File: config.mk
export PLATFORM = sky130hd
export DESIGN_NAME = mem_access_top
export DESIGN_NICKNAME = d
export VERILOG_FILES = /design/src/hdl/mem_pkg.sv /design/src/hdl/addr_map.sv /design/src/hdl/bus_arbiter.sv /design/src/hdl/data_port.sv /design/src/hdl/fetch_port.sv /design/src/hdl/mem_access_top.sv
export VERILOG_INCLUDE_DIRS = /design/src /design/src/hdl
export SDC_FILE = /design/constraint.sdc
export NUM_CORES = 1
export LEC_CHECK = 0
export ABC_AREA = 0
export BUFFER_PORTS_ARGS = -buffer_cell sky130_fd_sc_hd__buf_2
export CAP_MARGIN = 20
export CORE_AREA = 4 4 157 159
export CTS_CLUSTER_DIAMETER = 80
export CTS_CLUSTER_SIZE = 24
export DETAILED_ROUTE_END_ITERATION = 10
export DIE_AREA = 0 0 161 163
export PLACE_DENSITY_LB_ADDON = 0.2
export SYNTH_ARGS = -nofsm -noshare
export SYNTH_HDL_FRONTEND = slang
export SYNTH_SLANG_ARGS = --single-unit
File: constraint.sdc
create_clock -name clk -period 5.6 [get_ports clk]
set_input_delay 0.56 -clock clk [delete_from_list [all_inputs] [get_ports clk]]
set_output_delay 0.56 -clock clk [all_outputs]
set_load 0.03 [all_outputs]
File: src/hdl/mem_params.svh
`ifndef MEM_PARAMS_SVH
`define MEM_PARAMS_SVH

// bus widths
`define MEM_ADDR_W 32
`define MEM_DATA_W 32

////////////////////////////////////////
// segment map
////////////////////////////////////////

// kseg0, cached window onto low physical memory
`define MEM_KSEG0_BASE 32'h8000_0000
// kseg1, same window but uncached
`define MEM_KSEG1_BASE 32'hA000_0000
// end of both unmapped kernel segments
`define MEM_KSEG2_BASE 32'hC000_0000
// keeps the low 29 bits
`define MEM_PHYS_MASK 32'h1FFF_FFFF

// boot vector in kseg1, and the single-instruction step
`define MEM_RESET_PC 32'hBFC0_0000
`define MEM_INST_STEP 32'd4

`endif

File: src/hdl/mem_pkg.sv
`default_nettype none

`include "mem_params.svh"

package mem_pkg;

	// virtual address as issued by the cpu
	typedef logic [`MEM_ADDR_W-1:0] vaddr_t;

	// physical address after segment translation
	typedef logic [`MEM_ADDR_W-1:0] paddr_t;

	// one data or instruction word
	typedef logic [`MEM_DATA_W-1:0] word_t;

	// byte enables, one per byte lane
	typedef logic [3:0] wsel_t;

	// arbiter owner of the shared bus
	typedef enum logic [1:0] {
		ARB_IDLE,
		ARB_INST,
		ARB_DATA
	} arb_state_t;

endpackage

`default_nettype wire

File: src/hdl/addr_map.sv
`timescale 1ns/100ps
`default_nettype none

`include "mem_params.svh"

module addr_map (
	input  mem_pkg::vaddr_t vaddr_i,
	output mem_pkg::paddr_t paddr_o,
	output logic            uncached_o
);

	// address falls in kseg0 or kseg1
	logic in_kseg01;
	// address falls in kseg1 only
	logic in_kseg1;

	// both kernel segments sit between kseg0 base and kseg2 base
	assign in_kseg01 = (vaddr_i >= `MEM_KSEG0_BASE) && (vaddr_i < `MEM_KSEG2_BASE);
	// upper half of that window is the uncached alias
	assign in_kseg1 = (vaddr_i >= `MEM_KSEG1_BASE) && (vaddr_i < `MEM_KSEG2_BASE);

	// strip segment bits in kseg0/kseg1, pass everything else through
	assign paddr_o = in_kseg01 ? (vaddr_i & `MEM_PHYS_MASK) : vaddr_i;

	// only kseg1 bypasses caching
	assign uncached_o = in_kseg1;

endmodule

`default_nettype wire

File: src/hdl/bus_arbiter.sv
`timescale 1ns/100ps
`default_nettype none

module bus_arbiter (
	input  logic            clk,
	input  logic            rst,
	// fetch port
	input  logic            ireq_i,
	input  mem_pkg::paddr_t ipaddr_i,
	input  logic            iuncached_i,
	output logic            idone_o,
	output mem_pkg::word_t  irdata_o,
	// data port
	input  logic            dreq_i,
	input  mem_pkg::paddr_t dpaddr_i,
	input  logic            duncached_i,
	input  logic            dwe_i,
	input  mem_pkg::word_t  dwdata_i,
	input  mem_pkg::wsel_t  dwsel_i,
	output logic            ddone_o,
	output mem_pkg::word_t  drdata_o,
	// shared memory bus
	output logic            bus_req_o,
	output mem_pkg::paddr_t bus_addr_o,
	output logic            bus_uncached_o,
	output logic            bus_we_o,
	output mem_pkg::word_t  bus_wdata_o,
	output mem_pkg::wsel_t  bus_wsel_o,
	input  logic            bus_ack_i,
	input  mem_pkg::word_t  bus_rdata_i
);
	import mem_pkg::*;

	arb_state_t state_q;
	arb_state_t state_d;
	logic       grant_data;

	////////////////////////////////////////
	// grant fsm
	////////////////////////////////////////

	// data wins over fetch, then hold until ack
	always_comb begin
		state_d = state_q;
		case (state_q)
			ARB_IDLE: begin
				if (dreq_i)
					state_d = ARB_DATA;
				else if (ireq_i)
					state_d = ARB_INST;
			end
			ARB_INST, ARB_DATA: begin
				if (bus_ack_i)
					state_d = ARB_IDLE;
			end
			default: state_d = ARB_IDLE;
		endcase
	end

	always_ff @(posedge clk) begin
		if (rst)
			state_q <= ARB_IDLE;
		else
			state_q <= state_d;
	end

	// one-cycle strobe on entry to a granted state
	always_ff @(posedge clk) begin
		if (rst)
			bus_req_o <= 1'b0;
		else
			bus_req_o <= (state_q == ARB_IDLE) && (dreq_i || ireq_i);
	end

	////////////////////////////////////////
	// bus mux and completion steering
	////////////////////////////////////////

	assign grant_data = (state_q == ARB_DATA);

	// ports hold their fields, so a plain mux on the grant is stable
	assign bus_addr_o     = grant_data ? dpaddr_i : ipaddr_i;
	assign bus_uncached_o = grant_data ? duncached_i : iuncached_i;
	assign bus_we_o       = grant_data & dwe_i;
	assign bus_wdata_o    = dwdata_i;
	// reads present every byte lane
	assign bus_wsel_o     = (grant_data && dwe_i) ? dwsel_i : 4'hF;

	// done in the same cycle as the ack
	assign idone_o = (state_q == ARB_INST) & bus_ack_i;
	assign ddone_o = grant_data & bus_ack_i;

	// read data fans out, the done strobe says who owns it
	assign irdata_o = bus_rdata_i;
	assign drdata_o = bus_rdata_i;

endmodule

`default_nettype wire

File: src/hdl/data_port.sv
`timescale 1ns/100ps
`default_nettype none

module data_port (
	input  logic            clk,
	input  logic            rst,
	// cpu read strobe
	input  logic            data_rreq_i,
	input  mem_pkg::vaddr_t data_raddr_i,
	// cpu write strobe
	input  logic            data_wreq_i,
	input  mem_pkg::vaddr_t data_waddr_i,
	input  mem_pkg::word_t  data_wdata_i,
	input  mem_pkg::wsel_t  data_wsel_i,
	// held request towards the arbiter
	output logic            dreq_o,
	output mem_pkg::paddr_t dpaddr_o,
	output logic            duncached_o,
	output logic            dwe_o,
	output mem_pkg::word_t  dwdata_o,
	output mem_pkg::wsel_t  dwsel_o,
	input  logic            ddone_i,
	input  mem_pkg::word_t  drdata_i,
	// cpu status and read return
	output logic            data_stall_o,
	output logic            data_rvalid_o,
	output mem_pkg::word_t  data_rdata_o
);
	import mem_pkg::*;

	vaddr_t sel_vaddr;
	paddr_t xlat_paddr;
	logic   xlat_uncached;
	// one access in flight, doubles as the stall
	logic   busy_q;
	logic   accept;
	paddr_t paddr_q;
	logic   uncached_q;
	logic   we_q;
	word_t  wdata_q;
	wsel_t  wsel_q;

	// read takes the address when both strobes fire
	assign sel_vaddr = data_rreq_i ? data_raddr_i : data_waddr_i;

	addr_map u_dmap (
		.vaddr_i    (sel_vaddr),
		.paddr_o    (xlat_paddr),
		.uncached_o (xlat_uncached)
	);

	// nothing new is taken while stalled
	assign accept = (data_rreq_i | data_wreq_i) & ~busy_q;

	////////////////////////////////////////
	// access tracking
	////////////////////////////////////////

	always_ff @(posedge clk) begin
		if (rst)
			busy_q <= 1'b0;
		else if (accept)
			busy_q <= 1'b1;
		else if (ddone_i)
			busy_q <= 1'b0;
	end

	// request fields frozen until done
	always_ff @(posedge clk) begin
		if (accept) begin
			paddr_q    <= xlat_paddr;
			uncached_q <= xlat_uncached;
			we_q       <= ~data_rreq_i;
			wdata_q    <= data_wdata_i;
			wsel_q     <= data_wsel_i;
		end
	end

	assign dreq_o      = busy_q;
	assign dpaddr_o    = paddr_q;
	assign duncached_o = uncached_q;
	assign dwe_o       = we_q;
	assign dwdata_o    = wdata_q;
	assign dwsel_o     = wsel_q;

	// stall drops the cycle after done
	assign data_stall_o = busy_q;

	////////////////////////////////////////
	// read return
	////////////////////////////////////////

	always_ff @(posedge clk) begin
		if (rst)
			data_rvalid_o <= 1'b0;
		else
			data_rvalid_o <= ddone_i & ~we_q;
	end

	always_ff @(posedge clk) begin
		if (ddone_i && !we_q)
			data_rdata_o <= drdata_i;
	end

endmodule

`default_nettype wire

File: src/hdl/fetch_port.sv
`timescale 1ns/100ps
`default_nettype none

`include "mem_params.svh"

module fetch_port (
	input  logic            clk,
	input  logic            rst,
	// cpu fetch strobe
	input  logic            inst_req_i,
	input  mem_pkg::vaddr_t inst_vaddr_i,
	input  logic            flush_i,
	input  mem_pkg::vaddr_t redirect_pc_i,
	// held request towards the arbiter
	output logic            ireq_o,
	output mem_pkg::paddr_t ipaddr_o,
	output logic            iuncached_o,
	input  logic            idone_i,
	input  mem_pkg::word_t  irdata_i,
	// completion back to the cpu
	output logic            inst_valid_o,
	output mem_pkg::word_t  inst_o,
	output mem_pkg::vaddr_t inst_addr_o,
	output mem_pkg::vaddr_t npc_o
);
	import mem_pkg::*;

	paddr_t xlat_paddr;
	logic   xlat_uncached;
	// one fetch in flight
	logic   busy_q;
	// in-flight fetch was flushed
	logic   discard_q;
	vaddr_t pc_q;
	paddr_t paddr_q;
	logic   uncached_q;
	logic   accept;
	logic   deliver;

	addr_map u_imap (
		.vaddr_i    (inst_vaddr_i),
		.paddr_o    (xlat_paddr),
		.uncached_o (xlat_uncached)
	);

	// strobes while busy are dropped
	assign accept = inst_req_i & ~busy_q;
	// a flush in the done cycle also kills the fetch
	assign deliver = idone_i & ~discard_q & ~flush_i;

	////////////////////////////////////////
	// request tracking
	////////////////////////////////////////

	always_ff @(posedge clk) begin
		if (rst) begin
			busy_q    <= 1'b0;
			discard_q <= 1'b0;
		end else begin
			if (accept)
				busy_q <= 1'b1;
			else if (idone_i)
				busy_q <= 1'b0;
			// flush only matters for a fetch already in flight
			if (idone_i)
				discard_q <= 1'b0;
			else if (flush_i && busy_q)
				discard_q <= 1'b1;
		end
	end

	// capture pc and translation with the strobe
	always_ff @(posedge clk) begin
		if (accept) begin
			pc_q       <= inst_vaddr_i;
			paddr_q    <= xlat_paddr;
			uncached_q <= xlat_uncached;
		end
	end

	assign ireq_o      = busy_q;
	assign ipaddr_o    = paddr_q;
	assign iuncached_o = uncached_q;

	////////////////////////////////////////
	// completion and next pc
	////////////////////////////////////////

	always_ff @(posedge clk) begin
		if (rst)
			inst_valid_o <= 1'b0;
		else
			inst_valid_o <= deliver;
	end

	// word and its virtual pc, one cycle after done
	always_ff @(posedge clk) begin
		if (deliver) begin
			inst_o      <= irdata_i;
			inst_addr_o <= pc_q;
		end
	end

	// redirect beats sequential advance
	always_ff @(posedge clk) begin
		if (rst)
			npc_o <= `MEM_RESET_PC;
		else if (flush_i)
			npc_o <= redirect_pc_i;
		else if (inst_valid_o)
			npc_o <= inst_addr_o + `MEM_INST_STEP;
	end

endmodule

`default_nettype wire

File: src/hdl/mem_access_top.sv
`timescale 1ns/100ps
`default_nettype none

module mem_access_top (
	input  logic            clk,
	input  logic            rst,
	// cpu fetch side
	input  logic            inst_req_i,
	input  mem_pkg::vaddr_t inst_vaddr_i,
	input  logic            flush_i,
	input  mem_pkg::vaddr_t redirect_pc_i,
	output logic            inst_valid_o,
	output mem_pkg::word_t  inst_o,
	output mem_pkg::vaddr_t inst_addr_o,
	output mem_pkg::vaddr_t npc_o,
	// cpu data side
	input  logic            data_rreq_i,
	input  mem_pkg::vaddr_t data_raddr_i,
	input  logic            data_wreq_i,
	input  mem_pkg::vaddr_t data_waddr_i,
	input  mem_pkg::word_t  data_wdata_i,
	input  mem_pkg::wsel_t  data_wsel_i,
	output logic            data_stall_o,
	output logic            data_rvalid_o,
	output mem_pkg::word_t  data_rdata_o,
	// memory bus
	output logic            bus_req_o,
	output mem_pkg::paddr_t bus_addr_o,
	output logic            bus_uncached_o,
	output logic            bus_we_o,
	output mem_pkg::word_t  bus_wdata_o,
	output mem_pkg::wsel_t  bus_wsel_o,
	input  logic            bus_ack_i,
	input  mem_pkg::word_t  bus_rdata_i
);
	import mem_pkg::*;

	// fetch port to arbiter
	logic   ireq;
	paddr_t ipaddr;
	logic   iuncached;
	logic   idone;
	word_t  irdata;
	// data port to arbiter
	logic   dreq;
	paddr_t dpaddr;
	logic   duncached;
	logic   dwe;
	word_t  dwdata;
	wsel_t  dwsel;
	logic   ddone;
	word_t  drdata;

	fetch_port u_fetch (
		.clk           (clk),
		.rst           (rst),
		.inst_req_i    (inst_req_i),
		.inst_vaddr_i  (inst_vaddr_i),
		.flush_i       (flush_i),
		.redirect_pc_i (redirect_pc_i),
		.ireq_o        (ireq),
		.ipaddr_o      (ipaddr),
		.iuncached_o   (iuncached),
		.idone_i       (idone),
		.irdata_i      (irdata),
		.inst_valid_o  (inst_valid_o),
		.inst_o        (inst_o),
		.inst_addr_o   (inst_addr_o),
		.npc_o         (npc_o)
	);

	data_port u_data (
		.clk           (clk),
		.rst           (rst),
		.data_rreq_i   (data_rreq_i),
		.data_raddr_i  (data_raddr_i),
		.data_wreq_i   (data_wreq_i),
		.data_waddr_i  (data_waddr_i),
		.data_wdata_i  (data_wdata_i),
		.data_wsel_i   (data_wsel_i),
		.dreq_o        (dreq),
		.dpaddr_o      (dpaddr),
		.duncached_o   (duncached),
		.dwe_o         (dwe),
		.dwdata_o      (dwdata),
		.dwsel_o       (dwsel),
		.ddone_i       (ddone),
		.drdata_i      (drdata),
		.data_stall_o  (data_stall_o),
		.data_rvalid_o (data_rvalid_o),
		.data_rdata_o  (data_rdata_o)
	);

	// single bus shared by both ports
	bus_arbiter u_arb (
		.clk            (clk),
		.rst            (rst),
		.ireq_i         (ireq),
		.ipaddr_i       (ipaddr),
		.iuncached_i    (iuncached),
		.idone_o        (idone),
		.irdata_o       (irdata),
		.dreq_i         (dreq),
		.dpaddr_i       (dpaddr),
		.duncached_i    (duncached),
		.dwe_i          (dwe),
		.dwdata_i       (dwdata),
		.dwsel_i        (dwsel),
		.ddone_o        (ddone),
		.drdata_o       (drdata),
		.bus_req_o      (bus_req_o),
		.bus_addr_o     (bus_addr_o),
		.bus_uncached_o (bus_uncached_o),
		.bus_we_o       (bus_we_o),
		.bus_wdata_o    (bus_wdata_o),
		.bus_wsel_o     (bus_wsel_o),
		.bus_ack_i      (bus_ack_i),
		.bus_rdata_i    (bus_rdata_i)
	);

endmodule

`default_nettype wire

==> key figures, run 1 <==
Synth
  • Mapped Cells: 588
  • Synth Area per Inst: 15.80 sq um
  • Register bit total from synthesis: 242
  • Syn Nets: 795
  • Cell variety after synth: 46
  • Synth Cell Area: 9291 sq um
  • Post-synthesis sequential area ratio: 73.90%
  • Synth warn: 0

Setup path
  • Critical path, cell by cell: inv_1 -> ha_2 -> nand2_1 -> or2_2 -> buf_2
  • Worst setup path class: reg -> out
  • Worst path slowest cell: ha_2
  • Crit path DAT: 2.56 ns
  • Req. time, crit path: 5.04 ns
  • Crit end category: primary output
  • Worst path bufs/invs: 2
  • Top delay family on crit path: adder cells
  • Largest stage delay, worst path: 0.88 ns
  • Startpoint Class: register
  • Critical path peak fanout: 36

Pwr
  • P_int: 2.732 mW
  • Lkg Pwr: 4.760 nW
  • Power share of the clock group: 29.4%
  • Peak VDD IR: 0.2243 mV
  • Net Sw Frac: 25.32%
  • Combinational share of power: 13.4%
  • Net Switching: 0.9260 mW
  • Share of power burned in registers: 57.1%
  • Pwr Density: 302.6 nW/um^2
  • Post-layout power: 3.658 mW

Clock network
  • Clock Pin Slew Worst Setup and Hold Paths: 0.09 ns
  • Clock Root Buffer: clkbuf_16
  • Cts repair resizes: 0
  • Cts bufs inserted: 14
  • Clock Sinks: 242
  • Clock Latency Late Sink: 0.49 ns
  • CTS tree: yes
  • Post-CTS setup buffer count: 0
  • Number of H-tree levels: 1
  • Bufs on Longest Clock Path: 3
  • Hold-fix buffers, CTS: 0

Outcome
  • Outcome: completed

Run
  • Max-cap violations: 0

Layout
  • Final net count: 1,193
  • Final instance count without filler cells: 1,313
  • Share of cells above drive strength 1: 51.31%
  • # diodes: 0
  • P&R area growth vs syn: 30.08%
  • Core Util, Final: 51.96%

GRT
  • Total grt overflow: 0
  • First-pass GRT wire length: 37.17 mm
  • Vias in the first global route: 6,398
  • Initial antenna violation count: 1
  • Overall Global Routing Usage: 18.40%
  • Largest net degree at the start of global routing: 71

Route
  • DRC: 0
  • Drt pass-1 iters: 5
  • Antenna viol nets, final: 0
  • Vias per Instance: 4.859
  • Average routed wire per standard cell: 19.51 um
  • Routed WL: 25.61 mm
  • DR vias: 6,380
  • Detailed Route Iter0 Violations: 357

Timing
  • Fmax: 320.5 MHz
  • Fin. Hold Viols: 0
  • Total negative setup slack: 0 ns
  • Setup violations, final: 0
  • Hold_ws: 0.2434 ns
  • Final period util: 55.71%
  • Final clock skew: 0.01184 ns
  • Max-slew violation count: 0
  • Min Tclk post-route: 3.120 ns
  • RSZ-0062 raised after global routing: no
  • Worst-margin pin slew: 1.066 ns
  • Slew HR: 28.28%

Floorplanning
  • I/O pin count: 405
  • Starting density of the core: 39.94%
  • Die width: 161 um
  • Cell row count: 56
  • Core area: 23,260 sq um
  • Full die area: 26,240 sq um
  • Die Ht: 163 um

Placed design
  • PortBufs: 404
  • Post-Place Cells: 1,289
  • Hpwl dp: 19.25 mm
  • Placer Congestion: 0.7506

Hold path
  • Worst Hold Class: in -> reg
==> sequential cells by signal, indices dropped and copies added, names as in the netlist <==
register	cells
u_fetch.ipaddr_o	31
u_data.dpaddr_o	32
u_fetch.pc_q	4
u_fetch.ireq_o	1
u_fetch.inst_addr_o	32
u_data.data_rdata_o	32
u_arb.bus_req_o	1
u_data.data_rvalid_o	1
u_fetch.discard_q	1
u_arb.state_q	2
u_data.data_stall_o	1
u_data.dwdata_o	32
u_data.dwsel_o	4
u_data.duncached_o	1
u_fetch.inst_o	32
u_fetch.npc_o	32
u_fetch.iuncached_o	1
u_data.dwe_o	1
u_fetch.inst_valid_o	1
==> cells by family (layout without fill, tap and decap cells) <==
group | Yosys count | after routing | synth area share, %
multiplexers | 66 | 66 | 7.959
flip-flops | 242 | 242 | 73.90
buffers and inverters | 40 | 446 | 2.047
AO/OA/AOI/OAI | 84 | 84 | 5.629
AND/OR/NAND/NOR | 131 | 131 | 7.945
adder cells (fa/ha/maj) | 4 | 4 | 0.5387
XOR/XNOR | 21 | 21 | 1.980
==> power by group through the flow <==
stage	combinational, mW	clock (mW)	sequential [mW]
CTS	0.498	1.12	2.09
global placement	0.490	0	2.13
detailed placement	0.497	0	2.13
global route	0.527	1.19	2.10
finish	0.491	1.08	2.09
floorplan	0.219	0	2.21
==> cell usage after synthesis, drive strengths merged <==
cell | number | area (sq um)
nor3 | 7 | 35.03
edfxtp | 202 | 6066
and3b | 2 | 17.52
or4 | 3 | 22.52
nor2 | 30 | 112.6
nor2b | 2 | 12.51
buf | 10 | 76.32
o211ai | 2 | 15.01
xor2 | 15 | 131.4
nand4 | 11 | 68.82
ha | 4 | 50.05
and2 | 3 | 18.77
clkbuf | 20 | 76.32
a211o | 5 | 43.79
inv | 10 | 37.54
o21ai | 16 | 80.08
nand3 | 12 | 65.06
o221ai | 1 | 8.760
xnor2 | 6 | 52.55
nand2 | 16 | 60.06
and4 | 3 | 27.53
a21oi | 30 | 150.1
nand4b | 2 | 17.52
o22ai | 7 | 43.79
nor4 | 6 | 37.54
mux2 | 63 | 709.4
a311oi | 4 | 35.03
mux2i | 3 | 30.03
nand2b | 4 | 25.02
or4b | 1 | 10.01
o31a | 1 | 10.01
a21boi | 3 | 22.52
or2 | 5 | 31.28
a211oi | 13 | 97.59
dfxtp | 40 | 800.8
or3 | 2 | 15.01
a32oi | 1 | 8.760
o31ai | 1 | 7.510
nor3b | 19 | 142.6
and3 | 3 | 18.77
==> final cells by class <==
| class | count | area [sq um] |
|---|---|---|
| inverter | 10 | 37.54 |
| timing repair buffer | 412 | 2095 |
| sequential | 242 | 6867 |
| clock buffer | 19 | 390.4 |
| tap | 319 | 399.1 |
| clock inverter | 5 | 32.53 |
| fill | 2091 | 11180 |
| multi-input combinational | 306 | 2266 |
==> placed cells by master (no fill, tap or decap), types with 4 or more instances in the layout <==
cell	netlist	final
nand2_1	16	16
dfxtp_1	40	40
nor4_1	6	6
a211oi_1	13	13
nor2_1	30	28
clkbuf_16	0	15
o21ai_0	16	16
buf_4	4	7
or2_2	5	5
buf_2	1	404
o22ai_1	7	7
xor2_1	15	15
nand4_1	11	11
nand3_1	11	11
edfxtp_1	202	202
a21oi_1	30	30
nor3_1	7	6
nor3b_1	19	19
xnor2_1	6	6
a211o_1	5	5
a311oi_1	4	4
inv_1	10	10
clkbuf_1	19	4
nand2b_1	4	4
mux2_2	63	63
==> through the flow <==
stage	instance area, sq um	setup slack, ns
2_1_floorplan	9296	0.9267
3_3_place_gp	11640	3.004
3_5_place_dp	11660	2.956
4_1_cts	12090	2.395
5_1_grt	12090	2.257
6_report	12090	2.480
==> per-layer routing <==
| layer | part of all wire (%) | vias to the layer above | GRT usage [%] |
|---|---|---|---|
| met5 | 0.051 | - | 0 |
| met4 | 2.8 | 2 | 5.273 |
| met3 | 7.0 | 36 | 4.556 |
| met2 | 50 | 263 | 32.06 |
| met1 | 40 | 3031 | 22.93 |
| li1 | - | 3048 | - |
==> worst paths after layout <==
check                               from                      end  slack (ns)  cells after the start
setup / recovery        u_arb.state_q[0]            bus_wsel_o[3]        2.48                      5
hold / removal          inst_vaddr_i[28]         u_fetch.pc_q[28]        0.24                      1
setup reg to reg  u_fetch.inst_addr_o[2]        u_fetch.npc_o[26]        3.18                      6
hold reg to reg         u_fetch.pc_q[31]  u_fetch.inst_addr_o[31]        0.43                      0
==> worst register-to-register path, cell delays in order (launching register included) <==
cell and delay (ns):
edfxtp_1 0.47, ha_1 0.36, inv_1 0.07, or3_2 0.57, or4_1 0.49, a311oi_1 0.28, a211o_1 0.13
Note: power is estimated with default switching activity, not from simulation.
==> inputs of run 2 (changes only) <==
- CORE_AREA: 4 4 157 159 -> 4 4 155 157
- DIE_AREA: 0 0 161 163 -> 0 0 159 161
- clock period: 5.6 -> 3.05 ns (I/O delays scaled with it)
==> run 2 against run 1 <==
Effect of this change:
- combinational power rose by 100%
- largest cell class unchanged
- critical path depth did not move
- worst setup slack got worse by 2.0 ns
- largest power group unchanged
- total power rose by 91%
- first-iteration DRC count rose by 6.2%
==> key figures, run 2 (synthesis results as in run 1) <==
Timing
  • Final period util: 83.18%
  • Max-slew violation count: 0 (unchanged)
  • Min Tclk post-route: 2.537 ns
  • Worst-margin pin slew: 0.8854 ns (was 1.066 ns)
  • Slew HR: 40.98% (was 28.28%)
  • Fmax: 394.2 MHz
  • Hold_ws: 0.02240 ns (was 0.2434 ns)
  • Setup violations, final: 0 (unchanged)
  • Total negative setup slack: 0 ns (unchanged)
  • Final clock skew: 0.01182 ns (was 0.01184 ns)
  • RSZ-0062 raised after global routing: no (unchanged)
  • Fin. Hold Viols: 0 (unchanged)

Layout
  • FILL cells: 1,865 (was 2,091)
  • Final instance count without filler cells: 1,352 (was 1,313)
  • Most common cell after layout, fill and taps aside: buf_2 (unchanged)
  • Most frequent cells in the layout: 404 x buf_2, 202 x edfxtp_1, 70 x dlygate4sd3_1 (was 404 x buf_2, 202 x edfxtp_1, 63 x mux2_2)
  • Share of cells above drive strength 1: 48.36% (was 51.31%)
  • P&R area growth vs syn: 38.28% (was 30.08%)
  • Final net count: 1,264 (was 1,193)
  • Final Cell Area: 12,850 sq um (was 12,090 sq um)

GRT
  • Total grt overflow: 0 (unchanged)
  • Vias in the first global route: 6,912 (was 6,398)
  • First-pass GRT wire length: 39.96 mm (was 37.17 mm)
  • Initial antenna violation count: 3 (was 1)
  • Largest net degree at the start of global routing: 71 (unchanged)
  • Overall Global Routing Usage: 19.85% (was 18.40%)

Run
  • Max-cap violations: 0 (unchanged)

Placed design
  • Placer Congestion: 0.8166 (was 0.7506)
  • Post-Place Cells: 1,255 (was 1,289)
  • Hpwl dp: 20.01 mm (was 19.25 mm)
  • Dpl cell area: 11,640 sq um (was 11,660 sq um)
  • PortBufs: 404 (unchanged)

Floorplanning
  • Die width: 159 um (was 161 um)
  • Cell row count: 55 (was 56)
  • Starting density of the core: 41.29% (was 39.94%)
  • Die Ht: 161 um (was 163 um)
  • I/O pin count: 405 (unchanged)
  • Full die area: 25,600 sq um (was 26,240 sq um)
  • Core area: 22,500 sq um (was 23,260 sq um)

Setup path
  • Critical path, cell by cell: inv_1 -> ha_2 -> buf_4 -> mux2_2 -> buf_2 (was inv_1 -> ha_2 -> nand2_1 -> or2_2 -> buf_2)
  • Startpoint Class: register (unchanged)
  • Critical path peak fanout: 19 (was 36)
  • Reg2Reg Setup Slack: 0.70 ns (was 3.18 ns)
  • Worst path bufs/invs: 3 (was 2)
  • Worst setup path class: reg -> out (unchanged)
  • Crit path DAT: 2.23 ns (was 2.56 ns)
  • Crit end category: primary output (unchanged)
  • Worst path slowest cell: ha_2 (unchanged)
  • Top delay family on crit path: buffers and inverters (was adder cells)
  • Largest stage delay, worst path: 0.50 ns (was 0.88 ns)
  • Req. time, crit path: 2.74 ns (was 5.04 ns)

Clock network
  • Cts repair resizes: 0 (unchanged)
  • Post-CTS setup buffer count: 0 (unchanged)
  • Clock Root Buffer: clkbuf_16 (unchanged)
  • Bufs on Longest Clock Path: 3 (unchanged)
  • Clock Pin Slew Worst Setup and Hold Paths: 0.08 ns (was 0.09 ns)
  • CTS tree: yes (unchanged)
  • Clock Sinks: 242 (unchanged)
  • Clock Latency Late Sink: 0.48 ns (was 0.49 ns)
  • Number of H-tree levels: 1 (unchanged)
  • Cts bufs inserted: 15 (was 14)

Route
  • DRC: 0 (unchanged)
  • DR vias: 6,592 (was 6,380)
  • Drt pass-1 iters: 5 (unchanged)
  • Antenna viol nets, final: 0 (unchanged)
  • Average routed wire per standard cell: 19.61 um (was 19.51 um)
  • Routed WL: 26.52 mm (was 25.61 mm)
  • Detailed Route Iter0 Violations: 379 (was 357)
  • Vias per Instance: 4.876 (was 4.859)

Pwr
  • Lkg Pwr: 5.099 nW (was 4.760 nW)
  • Peak VDD IR: 0.4518 mV (was 0.2243 mV)
  • Pwr Density: 544.6 nW/um^2 (was 302.6 nW/um^2)
  • Post-layout power: 6.998 mW (was 3.658 mW)

Outcome
  • Outcome: completed (unchanged)

Hold path
  • Worst Hold Class: in -> reg (unchanged)
-- run 2: worst paths after layout --
| path | from | endpoint | cells after the start |
|---|---|---|---|
| setup / recovery | u_arb.state_q[0] | bus_addr_o[10] | 5 |
| hold / removal | bus_rdata_i[26] | u_data.data_rdata_o[26] | 1 |
| setup reg to reg | u_fetch.inst_addr_o[2] | u_fetch.npc_o[26] | 6 |
| hold reg to reg | u_fetch.pc_q[31] | u_fetch.inst_addr_o[31] | 0 |
-- run 2: layer usage --
layer	global-route usage [%]	up-vias	wire (um)
met5	0	-	13
met4	5.010	2	552
met3	5.792	39	2192
met2	36.69	297	13770
met1	22.66	3067	9989
li1	-	3187	-
-- run 2: per-stage QoR --
step           utilization (%)  setup slack [ns]
6_report                 57.10            0.5130
5_1_grt                  57.10            0.4123
4_1_cts                  56.94            0.4391
3_5_place_dp             51.73            0.6920
3_3_place_gp             51.73            0.7759
2_1_floorplan                -           0.01591
-- run 2: where the power goes --
part           switching [mW]  total (mW)  leakage [nW]  internal, mW
combinational           0.595       0.987          2.64         0.392
clock                    1.06        2.17         0.244          1.11
sequential             0.0717        3.84          2.22          3.76
-- run 2: area by class of cell --
cell class                      instances  area, sq um  share of cell area, %
Timing Repair Buffer                  482         2808                  21.85
Inverter                               10        37.54                 0.2921
Clock buffer                           20        435.4                  3.389
Tap cell                              285        356.6                  2.775
Antenna cell                            2        5.005                0.03895
Multi-Input combinational cell        306         2271                  17.67
Sequential cell                       242         6868                  53.45
Clock inverter                          5        67.56                 0.5259
-- run 2: worst register-to-register path: cells and delay by family, from the launching register on --
kind | cells | cell delay [ns]
AO/OA/AOI/OAI | 2 | 0.38
adder cells (fa/ha/maj) | 1 | 0.33
buffers and inverters | 1 | 0.07
flip-flops | 1 | 0.46
AND/OR/NAND/NOR | 2 | 1.05
-- run 2: repair_timing --
action,in CTS,in global routing
endpoints found under the setup margin,0,0
endpoints found under the hold margin,72,6
hold buffers,67,3
